`src/fetch_defs.svh`:
```
// Fetch front-end configuration macros
// Reset vector, instruction cache size and byte address width

`ifndef FETCH_DEFS_SVH
`define FETCH_DEFS_SVH

// First fetch address after reset
`define FETCH_RESET_PC 32'h0000_1000

// Number of direct-mapped cache lines, a power of two
`define ICACHE_LINES 16

// Byte address width of the front end
`define FETCH_ADDR_W 32

`endif

```
`src/fetch_pkg.sv`:
```
// Core-side fetch types
// Byte address and instruction word types
// Fetch request and response between PC generator and cache interface
// Fetched word record handed to decode

`default_nettype none

`include "fetch_defs.svh"

package fetch_pkg;

    typedef logic [`FETCH_ADDR_W-1:0] addr_t;
    typedef logic [31:0] instr_t;

    // Word request from the PC generator
    typedef struct packed {
        logic  valid;
        addr_t vaddr;
        logic  invalidate_buffer;  // redirect in this cycle
    } req_cpu_icache_t;

    // Word answer from the cache interface
    typedef struct packed {
        logic   valid;
        instr_t data;
        logic   access_fault;
    } resp_icache_cpu_t;

    // Output towards decode
    typedef struct packed {
        logic   valid;
        addr_t  pc;
        instr_t instr;
        logic   access_fault;
    } fetch_out_t;

endpackage

`default_nettype wire

```
`src/icache_pkg.sv`:
```
// Cache-side types of the fetch front end
// Line, line address, index and tag types
// Cache interface FSM states
// Request and response between cache interface and cache array
// APB3 master request and response

`default_nettype none

`include "fetch_defs.svh"

package icache_pkg;

    typedef logic [127:0] icache_line_t;
    typedef logic [`FETCH_ADDR_W-5:0] line_addr_t;
    typedef logic [$clog2(`ICACHE_LINES)-1:0] icache_idx_t;
    typedef logic [`FETCH_ADDR_W-5-$clog2(`ICACHE_LINES):0] icache_tag_t;

    typedef enum logic [1:0] {
        NoReq,
        ReqValid,
        Replay
    } icache_state_t;

    typedef struct packed {
        logic       valid;
        line_addr_t line;
    } icache_req_t;

    // Single-cycle pulse tagged with the line it answers
    typedef struct packed {
        logic         valid;
        line_addr_t   line;
        icache_line_t data;
        logic         error;
    } icache_resp_t;

    typedef struct packed {
        logic                     psel;
        logic                     penable;
        logic                     pwrite;
        logic [`FETCH_ADDR_W-1:0] paddr;
        logic [31:0]              pwdata;
    } apb_req_t;

    typedef struct packed {
        logic        pready;
        logic [31:0] prdata;
        logic        pslverr;
    } apb_resp_t;

endpackage

`default_nettype wire

```
`src/pc_gen.sv`:
```
// PC generator
// Fetch PC register, sequential advance, redirect and stall
// Builds the fetched word record for decode

`timescale 1ns/1ps
`default_nettype none

`include "fetch_defs.svh"

module pc_gen import fetch_pkg::*; (
    input  logic             clk_i,
    input  logic             rstn_i,
    input  logic             stall_i,
    input  logic             redirect_valid_i,
    input  addr_t            redirect_pc_i,
    input  resp_icache_cpu_t resp_i,
    output req_cpu_icache_t  req_o,
    output fetch_out_t       fetch_o
);

    addr_t pc_q;
    addr_t pc_d;
    logic  run_q;
    logic  advance;

    // A word is consumed when it arrives and decode does not hold
    assign advance = resp_i.valid & ~stall_i;

    always_comb begin
        pc_d = pc_q;
        if (redirect_valid_i) begin
            pc_d = redirect_pc_i;
        end else if (advance) begin
            pc_d = pc_q + addr_t'(4);
        end
    end

    // Requests start one cycle after reset is released
    always_ff @(posedge clk_i or negedge rstn_i) begin
        if (!rstn_i) begin
            pc_q  <= `FETCH_RESET_PC;
            run_q <= 1'b0;
        end else begin
            pc_q  <= pc_d;
            run_q <= 1'b1;
        end
    end

    assign req_o.valid             = run_q;
    assign req_o.vaddr             = pc_q;
    assign req_o.invalidate_buffer = redirect_valid_i;

    // Old-path word is dropped in the redirect cycle
    assign fetch_o.valid        = resp_i.valid & ~redirect_valid_i;
    assign fetch_o.pc           = pc_q;
    assign fetch_o.instr        = resp_i.data;
    assign fetch_o.access_fault = resp_i.access_fault;

endmodule

`default_nettype wire

```
`src/icache_interface.sv`:
```
// Fetch-side cache interface
// Line buffer holding the last returned cache line
// NoReq/ReqValid/Replay FSM issuing one cache request per buffer miss
// Word select and access fault reporting towards the PC generator

`timescale 1ns/1ps
`default_nettype none

`include "fetch_defs.svh"

module icache_interface import fetch_pkg::*, icache_pkg::*; (
    input  logic             clk_i,
    input  logic             rstn_i,
    input  req_cpu_icache_t  req_fetch_i,
    input  logic             icache_req_ready_i,
    input  icache_resp_t     icache_resp_i,
    output icache_req_t      icache_req_o,
    output resp_icache_cpu_t resp_fetch_o
);

    icache_state_t state_q;
    icache_state_t state_d;

    icache_line_t  buf_line_q;
    line_addr_t    buf_addr_q;
    logic          buf_valid_q;
    // Line of the request in flight
    line_addr_t    pend_line_q;

    line_addr_t    req_line;
    icache_line_t  line_sel;
    logic          buf_hit;
    logic          resp_match;
    logic          do_request;
    logic          line_changed;
    logic          fill_buf;

    assign req_line     = req_fetch_i.vaddr[`FETCH_ADDR_W-1:4];
    assign buf_hit      = buf_valid_q & (buf_addr_q == req_line);
    assign resp_match   = icache_resp_i.valid & (icache_resp_i.line == req_line);
    assign line_changed = pend_line_q != req_line;

    // No request on a redirect since the PC is about to change
    assign do_request = req_fetch_i.valid & ~buf_hit & ~req_fetch_i.invalidate_buffer
                      & icache_req_ready_i;

    // Faulty lines never enter the buffer
    assign fill_buf = resp_match & ~icache_resp_i.error & ~req_fetch_i.invalidate_buffer;

    always_comb begin
        state_d = state_q;
        case (state_q)
            NoReq: begin
                if (do_request) begin
                    state_d = ReqValid;
                end
            end
            ReqValid: begin
                if (req_fetch_i.invalidate_buffer || line_changed || resp_match) begin
                    state_d = NoReq;
                end else if (!icache_req_ready_i) begin
                    // Cache busy with a refill
                    state_d = Replay;
                end
            end
            Replay: begin
                if (req_fetch_i.invalidate_buffer || line_changed || resp_match
                    || icache_req_ready_i) begin
                    state_d = NoReq;
                end
            end
            default: begin
                state_d = NoReq;
            end
        endcase
    end

    assign icache_req_o.valid = (state_q == NoReq) & do_request;
    assign icache_req_o.line  = req_line;

    // Buffer wins when both hold the line
    assign line_sel = buf_hit ? buf_line_q : icache_resp_i.data;

    always_comb begin
        resp_fetch_o.valid        = req_fetch_i.valid & ~req_fetch_i.invalidate_buffer
                                  & (buf_hit | resp_match);
        resp_fetch_o.access_fault = ~buf_hit & resp_match & icache_resp_i.error;
        if (resp_fetch_o.access_fault) begin
            resp_fetch_o.data = '0;
        end else begin
            case (req_fetch_i.vaddr[3:2])
                2'b00:   resp_fetch_o.data = line_sel[31:0];
                2'b01:   resp_fetch_o.data = line_sel[63:32];
                2'b10:   resp_fetch_o.data = line_sel[95:64];
                default: resp_fetch_o.data = line_sel[127:96];
            endcase
        end
    end

    always_ff @(posedge clk_i or negedge rstn_i) begin
        if (!rstn_i) begin
            state_q     <= NoReq;
            buf_valid_q <= 1'b0;
            pend_line_q <= '0;
        end else begin
            state_q <= state_d;
            if (req_fetch_i.invalidate_buffer) begin
                buf_valid_q <= 1'b0;
            end else if (fill_buf) begin
                buf_valid_q <= 1'b1;
            end
            if (icache_req_o.valid) begin
                pend_line_q <= req_line;
            end
        end
    end

    // Line payload qualified by buf_valid_q
    always_ff @(posedge clk_i) begin
        if (fill_buf) begin
            buf_line_q <= icache_resp_i.data;
            buf_addr_q <= req_line;
        end
    end

endmodule

`default_nettype wire

```
`src/icache_array.sv`:
```
// Direct-mapped instruction cache array
// Line data, tags and valid bits with flush
// Four-beat APB3 refill engine for missed lines

`timescale 1ns/1ps
`default_nettype none

`include "fetch_defs.svh"

module icache_array import icache_pkg::*; (
    input  logic         clk_i,
    input  logic         rstn_i,
    input  logic         flush_i,
    input  icache_req_t  req_i,
    output logic         req_ready_o,
    output icache_resp_t resp_o,
    output apb_req_t     apb_req_o,
    input  apb_resp_t    apb_resp_i
);

    typedef enum logic [2:0] {
        Idle,
        Lookup,
        Setup,
        Access,
        Respond
    } array_state_t;

    array_state_t             state_q;
    icache_line_t             data_q [`ICACHE_LINES];
    icache_tag_t              tag_q [`ICACHE_LINES];
    logic [`ICACHE_LINES-1:0] valid_q;

    line_addr_t   line_q;
    icache_line_t fill_q;
    logic [1:0]   beat_q;
    // Sticky slave error over the four beats
    logic         err_q;

    icache_idx_t  idx;
    icache_tag_t  tag;
    logic         hit;
    logic         accept;
    logic         beat_done;
    logic         install;

    assign idx       = line_q[$bits(icache_idx_t)-1:0];
    assign tag       = line_q[$bits(line_addr_t)-1:$bits(icache_idx_t)];
    assign hit       = valid_q[idx] & (tag_q[idx] == tag);
    assign beat_done = (state_q == Access) & apb_resp_i.pready;
    assign install   = (state_q == Respond) & ~err_q;

    // A flush blocks acceptance for its cycle
    assign req_ready_o = (state_q == Idle) & ~flush_i;
    assign accept      = req_i.valid & req_ready_o;

    assign resp_o.valid = ((state_q == Lookup) & hit) | (state_q == Respond);
    assign resp_o.line  = line_q;
    assign resp_o.data  = (state_q == Respond) ? fill_q : data_q[idx];
    assign resp_o.error = (state_q == Respond) & err_q;

    // Read-only master, one word per transfer
    assign apb_req_o.psel    = (state_q == Setup) | (state_q == Access);
    assign apb_req_o.penable = state_q == Access;
    assign apb_req_o.pwrite  = 1'b0;
    assign apb_req_o.paddr   = {line_q, beat_q, 2'b00};
    assign apb_req_o.pwdata  = '0;

    always_ff @(posedge clk_i or negedge rstn_i) begin
        if (!rstn_i) begin
            state_q <= Idle;
            valid_q <= '0;
            beat_q  <= '0;
            err_q   <= 1'b0;
        end else begin
            case (state_q)
                Idle: begin
                    if (accept) begin
                        state_q <= Lookup;
                    end
                end
                Lookup: begin
                    state_q <= hit ? Idle : Setup;
                    beat_q  <= '0;
                    err_q   <= 1'b0;
                end
                Setup: begin
                    state_q <= Access;
                end
                Access: begin
                    if (apb_resp_i.pready) begin
                        err_q   <= err_q | apb_resp_i.pslverr;
                        beat_q  <= beat_q + 2'd1;
                        state_q <= (beat_q == 2'd3) ? Respond : Setup;
                    end
                end
                default: begin
                    state_q <= Idle;
                end
            endcase
            if (flush_i) begin
                valid_q <= '0;
            end else if (install) begin
                valid_q[idx] <= 1'b1;
            end
        end
    end

    always_ff @(posedge clk_i) begin
        if (accept) begin
            line_q <= req_i.line;
        end
        if (beat_done) begin
            fill_q[{beat_q, 5'b0} +: 32] <= apb_resp_i.prdata;
        end
        if (install) begin
            data_q[idx] <= fill_q;
            tag_q[idx]  <= tag;
        end
    end

endmodule

`default_nettype wire

```
`src/fetch_top.sv`:
```
// Instruction fetch front end
// PC generator, fetch-side cache interface and cache array
// APB master port for line refills

`timescale 1ns/1ps
`default_nettype none

`include "fetch_defs.svh"

module fetch_top import fetch_pkg::*, icache_pkg::*; (
    input  logic       clk_i,
    input  logic       rstn_i,
    input  logic       stall_i,
    input  logic       redirect_valid_i,
    input  addr_t      redirect_pc_i,
    input  logic       flush_i,
    output fetch_out_t fetch_o,
    output apb_req_t   apb_req_o,
    input  apb_resp_t  apb_resp_i
);

    req_cpu_icache_t  fetch_req;
    resp_icache_cpu_t fetch_resp;
    icache_req_t      icache_req;
    icache_resp_t     icache_resp;
    logic             icache_req_ready;

    pc_gen u_pc_gen (
        .clk_i            (clk_i),
        .rstn_i           (rstn_i),
        .stall_i          (stall_i),
        .redirect_valid_i (redirect_valid_i),
        .redirect_pc_i    (redirect_pc_i),
        .resp_i           (fetch_resp),
        .req_o            (fetch_req),
        .fetch_o          (fetch_o)
    );

    icache_interface u_icache_interface (
        .clk_i              (clk_i),
        .rstn_i             (rstn_i),
        .req_fetch_i        (fetch_req),
        .icache_req_ready_i (icache_req_ready),
        .icache_resp_i      (icache_resp),
        .icache_req_o       (icache_req),
        .resp_fetch_o       (fetch_resp)
    );

    icache_array u_icache_array (
        .clk_i       (clk_i),
        .rstn_i      (rstn_i),
        .flush_i     (flush_i),
        .req_i       (icache_req),
        .req_ready_o (icache_req_ready),
        .resp_o      (icache_resp),
        .apb_req_o   (apb_req_o),
        .apb_resp_i  (apb_resp_i)
    );

endmodule

`default_nettype wire

```
`config.mk`:
```
export PLATFORM = sky130hd
export DESIGN_NAME = fetch_top
export DESIGN_NICKNAME = d
export VERILOG_FILES = /design/src/fetch_pkg.sv /design/src/icache_pkg.sv /design/src/pc_gen.sv /design/src/icache_interface.sv /design/src/icache_array.sv /design/src/fetch_top.sv
export VERILOG_INCLUDE_DIRS = /design/src
export SDC_FILE = /design/constraint.sdc
export NUM_CORES = 2
export LEC_CHECK = 0
export ABC_AREA = 1
export ABC_CLOCK_PERIOD_IN_PS = 18000
export CAP_MARGIN = 20
export CORE_ASPECT_RATIO = 1.5
export CORE_MARGIN = 5
export CORE_UTILIZATION = 55
export CTS_CLUSTER_SIZE = 8
export DETAILED_ROUTE_END_ITERATION = 8
export DONT_BUFFER_PORTS = 1
export PLACE_DENSITY_LB_ADDON = 0.12
export SLEW_MARGIN = 25
export SYNTH_ARGS = -nofsm -noshare
export SYNTH_HDL_FRONTEND = slang
export SYNTH_SLANG_ARGS = --single-unit
```
`constraint.sdc`:
```
create_clock -name clk_i -period 18 [get_ports clk_i]
set_clock_uncertainty 0.15 [all_clocks]
set_input_delay 1.8 -clock clk_i [delete_from_list [all_inputs] [get_ports clk_i]]
set_output_delay 1.8 -clock clk_i [all_outputs]
set_load 0.005 [all_outputs]
```
**After elaboration in Yosys (flattened, before gate mapping)**

Memories as Yosys holds them, arrays and structs flattened. A register that Yosys moved wholly into a read port is not among the register bits.
Cells that the tools add are included.

- Bits in registers: 398
- Bits in writable memories: 2432
- Input port bits: 71
- Output and inout port bits: 133
- Word-level logic and storage cells: 119
- Memories: 2

- Add/sub/neg operators: 3
- $lt $le $gt $ge: 2
- Equal/unequal tests: 18
- Shift operators: 2
- Multiplexer cells: 33
- Bitwise logic cells: 32
- Reductions and logical operators: 14

Memory list:

| memory | words | bits a word | rd ports | clocked after Yosys merged registers in | wr ports | RTL line | source |
|---|---|---|---|---|---|---|---|
| u_icache_array.data_q | 16 | 128 | 1 | 1 | 1 | icache_array.sv:30 | `` icache_line_t data_q [`ICACHE_LINES]; `` |
| u_icache_array.tag_q | 16 | 24 | 1 | 1 | 1 | icache_array.sv:31 | `` icache_tag_t tag_q [`ICACHE_LINES]; `` |

Operator list:

| operator | number |
|---|---|
| two-way mux 128 bit | 2 |
| bitwise mux 128 bit | 1 |
| variable shift 32 x 9 -> 128 bit, first input constant | 1 |
| indexed part select 32 x 9 -> 128 bit | 1 |
| two-way mux 32 bit | 3 |
| case mux 32 bit (3 select lines) | 1 |
| == test 28 bit | 2 |
| adder 32 x 3 -> 32 bit, second input constant | 1 |
| two-way mux 16 bit | 2 |
| inequality test 28 bit | 1 |
| == test 24 bit | 1 |
| AND 1 bit | 21 |
| bitwise OR 16 bit | 1 |
| two-way mux 2 bit | 6 |
| case mux 3 bit (4 select lines) | 1 |
| two-way mux 3 bit | 3 |
| negation 7 -> 9 bit | 1 |
| two-way mux 4 bit | 2 |
| inequality test 2 x 1 -> 1 bit, second input constant | 4 |
| nonzero test 2 bit | 4 |
| two-way mux 1 bit | 7 |
| == test 2 bit, second input constant | 3 |
| == test 3 x 2 -> 1 bit, second input constant | 2 |
| inverter 1 bit | 6 |
| 19 further kinds | 27 |

**Depth between registers and ports, before layout**

- Word-level depth: 11
- Gate-level depth with buffers: 23
- Mapped depth without buffers: 21

**Cells and area by module**

Synthesis repeated with hierarchy kept, for this count alone.

- Cells, all modules: 9981
- Area total of the unflattened synthesis: 117949.4 sq um

Modules (own cells, without submodules):

| module | instances | cells an instance | area an instance (sq um) | seq. area each (sq um) |
|---|---|---|---|---|
| icache_array | 1 | 8095 | 103775.8 | 78345.1 |
| icache_interface | 1 | 1479 | 11385.9 | 5460.2 |
| pc_gen | 1 | 407 | 2787.7 | 827.0 |

**Least setup slack after synthesis**

No wires, ideal clock.

- Kind: input-to-reg
- Start point: input port redirect_valid_i
- End point: register u_icache_interface.buf_valid_q
- Setup time: 0.146 ns
- Data arrival time: 13.593 ns
- Required time: 17.704 ns
- Setup slack: 4.111 ns
- Stages on the path: 4
- Path buffers: 2
- Path through: clkbuf_1 clkbuf_1 nor3_1 o21bai_1

- Cells in the longest elaborated chain, start to end: 3
- Elaborated cells on any way between the ends: 4
- Classes of those cells: mux: 1; bitwise: 2; reduce/logical: 1

RTL lines:

| item | RTL line | source |
|---|---|---|
| start: declaration | fetch_top.sv:14 | `input logic redirect_valid_i,` |
| inverter 1 bit | icache_interface.sv:48 | `assign fill_buf = resp_match & ~icache_resp_i.error & ~req_fetch_i.invalidate_buffer;` |
| AND 1 bit | icache_interface.sv:48 |  |
| net u_icache_interface.fill_buf | icache_interface.sv:36 | `logic fill_buf;` |
| nonzero test 2 bit (no line) | n/a |  |
| end signal: assignment | icache_interface.sv:103 | `buf_valid_q <= 1'b0;` |
| end signal: assignment | icache_interface.sv:108 | `buf_valid_q <= 1'b0;` |
| end signal: assignment | icache_interface.sv:110 | `buf_valid_q <= 1'b1;` |
| end: declaration | icache_interface.sv:26 | `logic buf_valid_q;` |

The timed path passes the listed nets, and every way through them passes these cells.
A chain may end at the register's enable or synchronous reset.

==> metrics.md <==
| Metric | Value |
|---|---|
| Num rows | `206` |
| Crit path max fanout | `183` |
| Die X-Extent | `~380 µm` |
| EDFF count, synth | `~2,700` |
| Initial Util | `between 50% and 60%` |
| Post-synthesis sequential area ratio | `about three quarters` |
| Full die area | `~0.22 mm²` |
| Cts hold-fix bufs | `0` |
| Proportion of layout cells with a drive suffix above 1 | `6.77%` |
| Initial DRC Count | `slightly above 10,000` |
| Final min period | `between 8000 and 9000 ps` |
| Max-Cap Viols | `0` |
| Setup repair bufs after CTS | `0` |
| Largest net degree at the start of global routing | `231` |
| Number of global-route vias before repair | `around 76,000` |
| TritonRoute pass-1 iters | `6` |
| CTS resizes | `0` |
| First-pass GRT wire length | `between 500,000 and 600,000 µm` |
| RSZ-0062 raised after global routing | `false` |
| Number of port buffers | `0` |
| Final setup viols | `0` |
| CTS Sinks | `2,834` |
| Fraction of registers with async set/reset | `between 3 and 4%` |
| Post-DP HPWL | `184,000 µm` |
| Synth Flop Type | `edfxtp_1` |
| GPL Wtd Cong | `approximately 0.84` |
| Status | `finished, final reports clean` |
| NetSw | `4.13 mW` |
| Leak | `~44 nW` |
| Max clock buf depth | `4` |
| Final wirelength | `~360,000 µm` |
| Placed Area | `between 0.1 and 0.15 mm²` |
| Most frequent cells in the layout | `edfxtp_1, nand2_1, nor2_1` |
| Internal power | `11.7 mW` |
| Reg2reg setup slack | `roughly 11,000 ps` |
| VDD IR-drop max | `0.105 mV` |
| P&R area growth vs syn | `10.7%` |
| Fmax | `roughly 0.11 GHz` |
| GR Util All Layers | `31.9%` |
| Slew Limit Fails | `0` |
| CP Launch Type | `flop` |
| Boundary Pins | `204` |
| Yosys reg bits | `around 2,800` |
| Grt ovf | `0` |
| Initial antenna violation count | `8` |
| Clk_lat worst skew | `around 900 ps` |
| Worst Setup Slack post-DPL | `just under 10,000 ps` |
| Core area | `0.209 mm²` |
| Clock buffer count from CTS | `a little under 400` |
| CTS tree | `done` |
| Final worst path period share | `49.7%` |
| Vias | `78,400` |
| Sequential Power Share | `47.0%` |
| Post-synth top area share | `71.5%` |
| Yosys warnings | `0` |
| WP data required | `around 16,000 ps` |
| Synth unique cells | `44` |
| Clock Root Buffer | `clkbuf_16` |
| Critical path class | `flop to primary output` |
| Finished Cell Area | `~0.13 mm²` |
| Critical path endpoint category | `primary output` |
| Routed vias/inst | `around 6.4` |
| Post-route ant nets | `0` |
| Clock power share | `41.0%` |
| H-tree depth | `5` |
| Mapped Cells | `around 9,500` |
| Post-route DRC | `0` |
| Fin Setup TNS | `0 ps` |
| Logic pwr share | `11.9%` |
| PwrDens | `roughly 120 mW/mm²` |
| Hold Path Class | `flop to flop` |
| Worst slew pin tran | `about 1200 ps` |
| Slew headroom | `between 20% and 30%` |
| Critical Path AT | `~7000 ps` |
| Post-Syn Area | `roughly 0.12 mm²` |
| Hold path start | `u_icache_array.valid_q[10]$_DFFE_PN0P_` |
| Worst hold slack | `between 300 and 400 ps` |
| Final hold vios | `0` |
| Chip height | `about 570 µm` |
| Area leader, netlist | `edfxtp_1` |
| Worst Slack Setup Final | `9060 ps` |
| Commonest non-fill, non-tap cell in the layout | `edfxtp_1` |
| Sw Ratio | `26.0%` |
| Avg Cell Area, Syn | `about 12 µm²` |
| Clk pin slew, worst setup/hold paths | `~50 ps` |
| Top post-synthesis cells by area | `edfxtp_1, o21ai_0, nand2_1` |
| Nets@finish | `roughly 9,500` |
| DR WL/cell | `29.2 µm` |
==> path summary, 6_finish.rpt <==
kind                                                                endpoint  cells past startpoint
worst max-delay path                                              fetch_o[7]                     17
worst min-delay path                  u_icache_array.valid_q[10]$_DFFE_PN0P_                      2
worst max register to register  u_icache_interface.buf_line_q[123]$_DFFE_PP_                     17
worst min register to register        u_icache_array.valid_q[10]$_DFFE_PN0P_                      2
max in group asynchronous                      u_pc_gen.pc_q[12]$_DFFE_PN1P_                      0
min in group asynchronous          u_icache_interface.state_q[1]$_DFFE_PN0P_                      0
==> layer usage <==
metal	vias up	wire [µm]	global-route usage, %
met5	-	7	0
met4	2	15300	13.1
met3	817	36100	6.04
met2	4722	171000	52.2
met1	39300	134000	42.5
li1	33600	-	-
==> critical path, cell delays in order (launching register included) <==
cell and delay, ps:
dfxtp_4 460, buf_16 260, clkinv_8 480, buf_4 880, buf_4 740, buf_4 860, o21ai_0 180, o22ai_1 180
o21ai_0 140, nand2_1 110, nand2_1 60, nand2_1 50, o21ai_0 320, o221ai_1 350, nand2_1 210, nand2_1 340
nand3_1 170, inv_2 90
==> cell families after synthesis <==
group,after synthesis,synth area share (%)
and+or+nand+nor,3487,12.1
DFF,2834,73.4
AOI/OAI and AO/OA,2054,10.0
buffers and inverters,1077,4.02
xor gates and xnor gates,51,0.387
adders and majority gates,10,0.109
other,2,0.00651
==> power by group through the flow <==
stage                     clock network [mW]  registers (mW)  logic [mW]
final                                   6.50            7.46        1.89
after floorplan                            0            7.51        1.16
after CTS                               6.55            7.46        1.85
after detailed placement                   0            7.58        1.84
after global routing                    6.85            7.46        2.02
after global placement                     0            7.58        1.83
==> layout make-up <==
cell class | count | area [µm²]
diodes | 4 | 10.0
clock buffers | 437 | 10200
clock inverters | 11 | 125
fillers | 16200 | 81600
inverters | 350 | 1350
multi-input cells | 5638 | 26400
flip-flops and latches | 2834 | 84600
well taps | 2808 | 3510
repair buffers | 166 | 1430
==> through the flow <==
stage | cells | power (mW) | utilization [%]
global route | 12200 | 16.3 | 61.0
floorplan | 9549 | 8.68 | -
finish | 12200 | 15.8 | 61.0
global placement | 11800 | 9.40 | 56.0
CTS | 12200 | 15.9 | 61.0
detailed placement | 11800 | 9.43 | 56.0
==> state kept, by name, indices dropped and copies added (netlist names), named ones only <==
signal / count
u_icache_array.tag_q: 384
u_icache_interface.buf_line_q: 128
u_icache_array.data_q: 2048
u_icache_interface.buf_valid_q: 1
u_icache_array.valid_q: 16
u_icache_array.beat_q: 2
u_icache_array.fill_q: 128
u_icache_interface.pend_line_q: 28
u_icache_array.err_q: 1
u_pc_gen.pc_q: 32
u_icache_interface.state_q: 2
u_icache_array.line_q: 28
u_icache_interface.buf_addr_q: 28
u_icache_array.state_q: 3
u_pc_gen.run_q: 1
==> synth_stat cells (81+ instances only) <==
| master | count |
|---|---|
| buf_2 | 150 |
| buf_4 | 105 |
| clkbuf_1 | 434 |
| dfrtp_1 | 85 |
| edfxtp_1 | 2744 |
| inv_1 | 342 |
| nand2_1 | 1451 |
| nand3_1 | 505 |
| nor2_1 | 1414 |
| nor3_1 | 81 |
| o21ai_0 | 1243 |
| o221ai_1 | 102 |
| o22ai_1 | 491 |
Note: power is estimated with default switching activity, not from simulation.
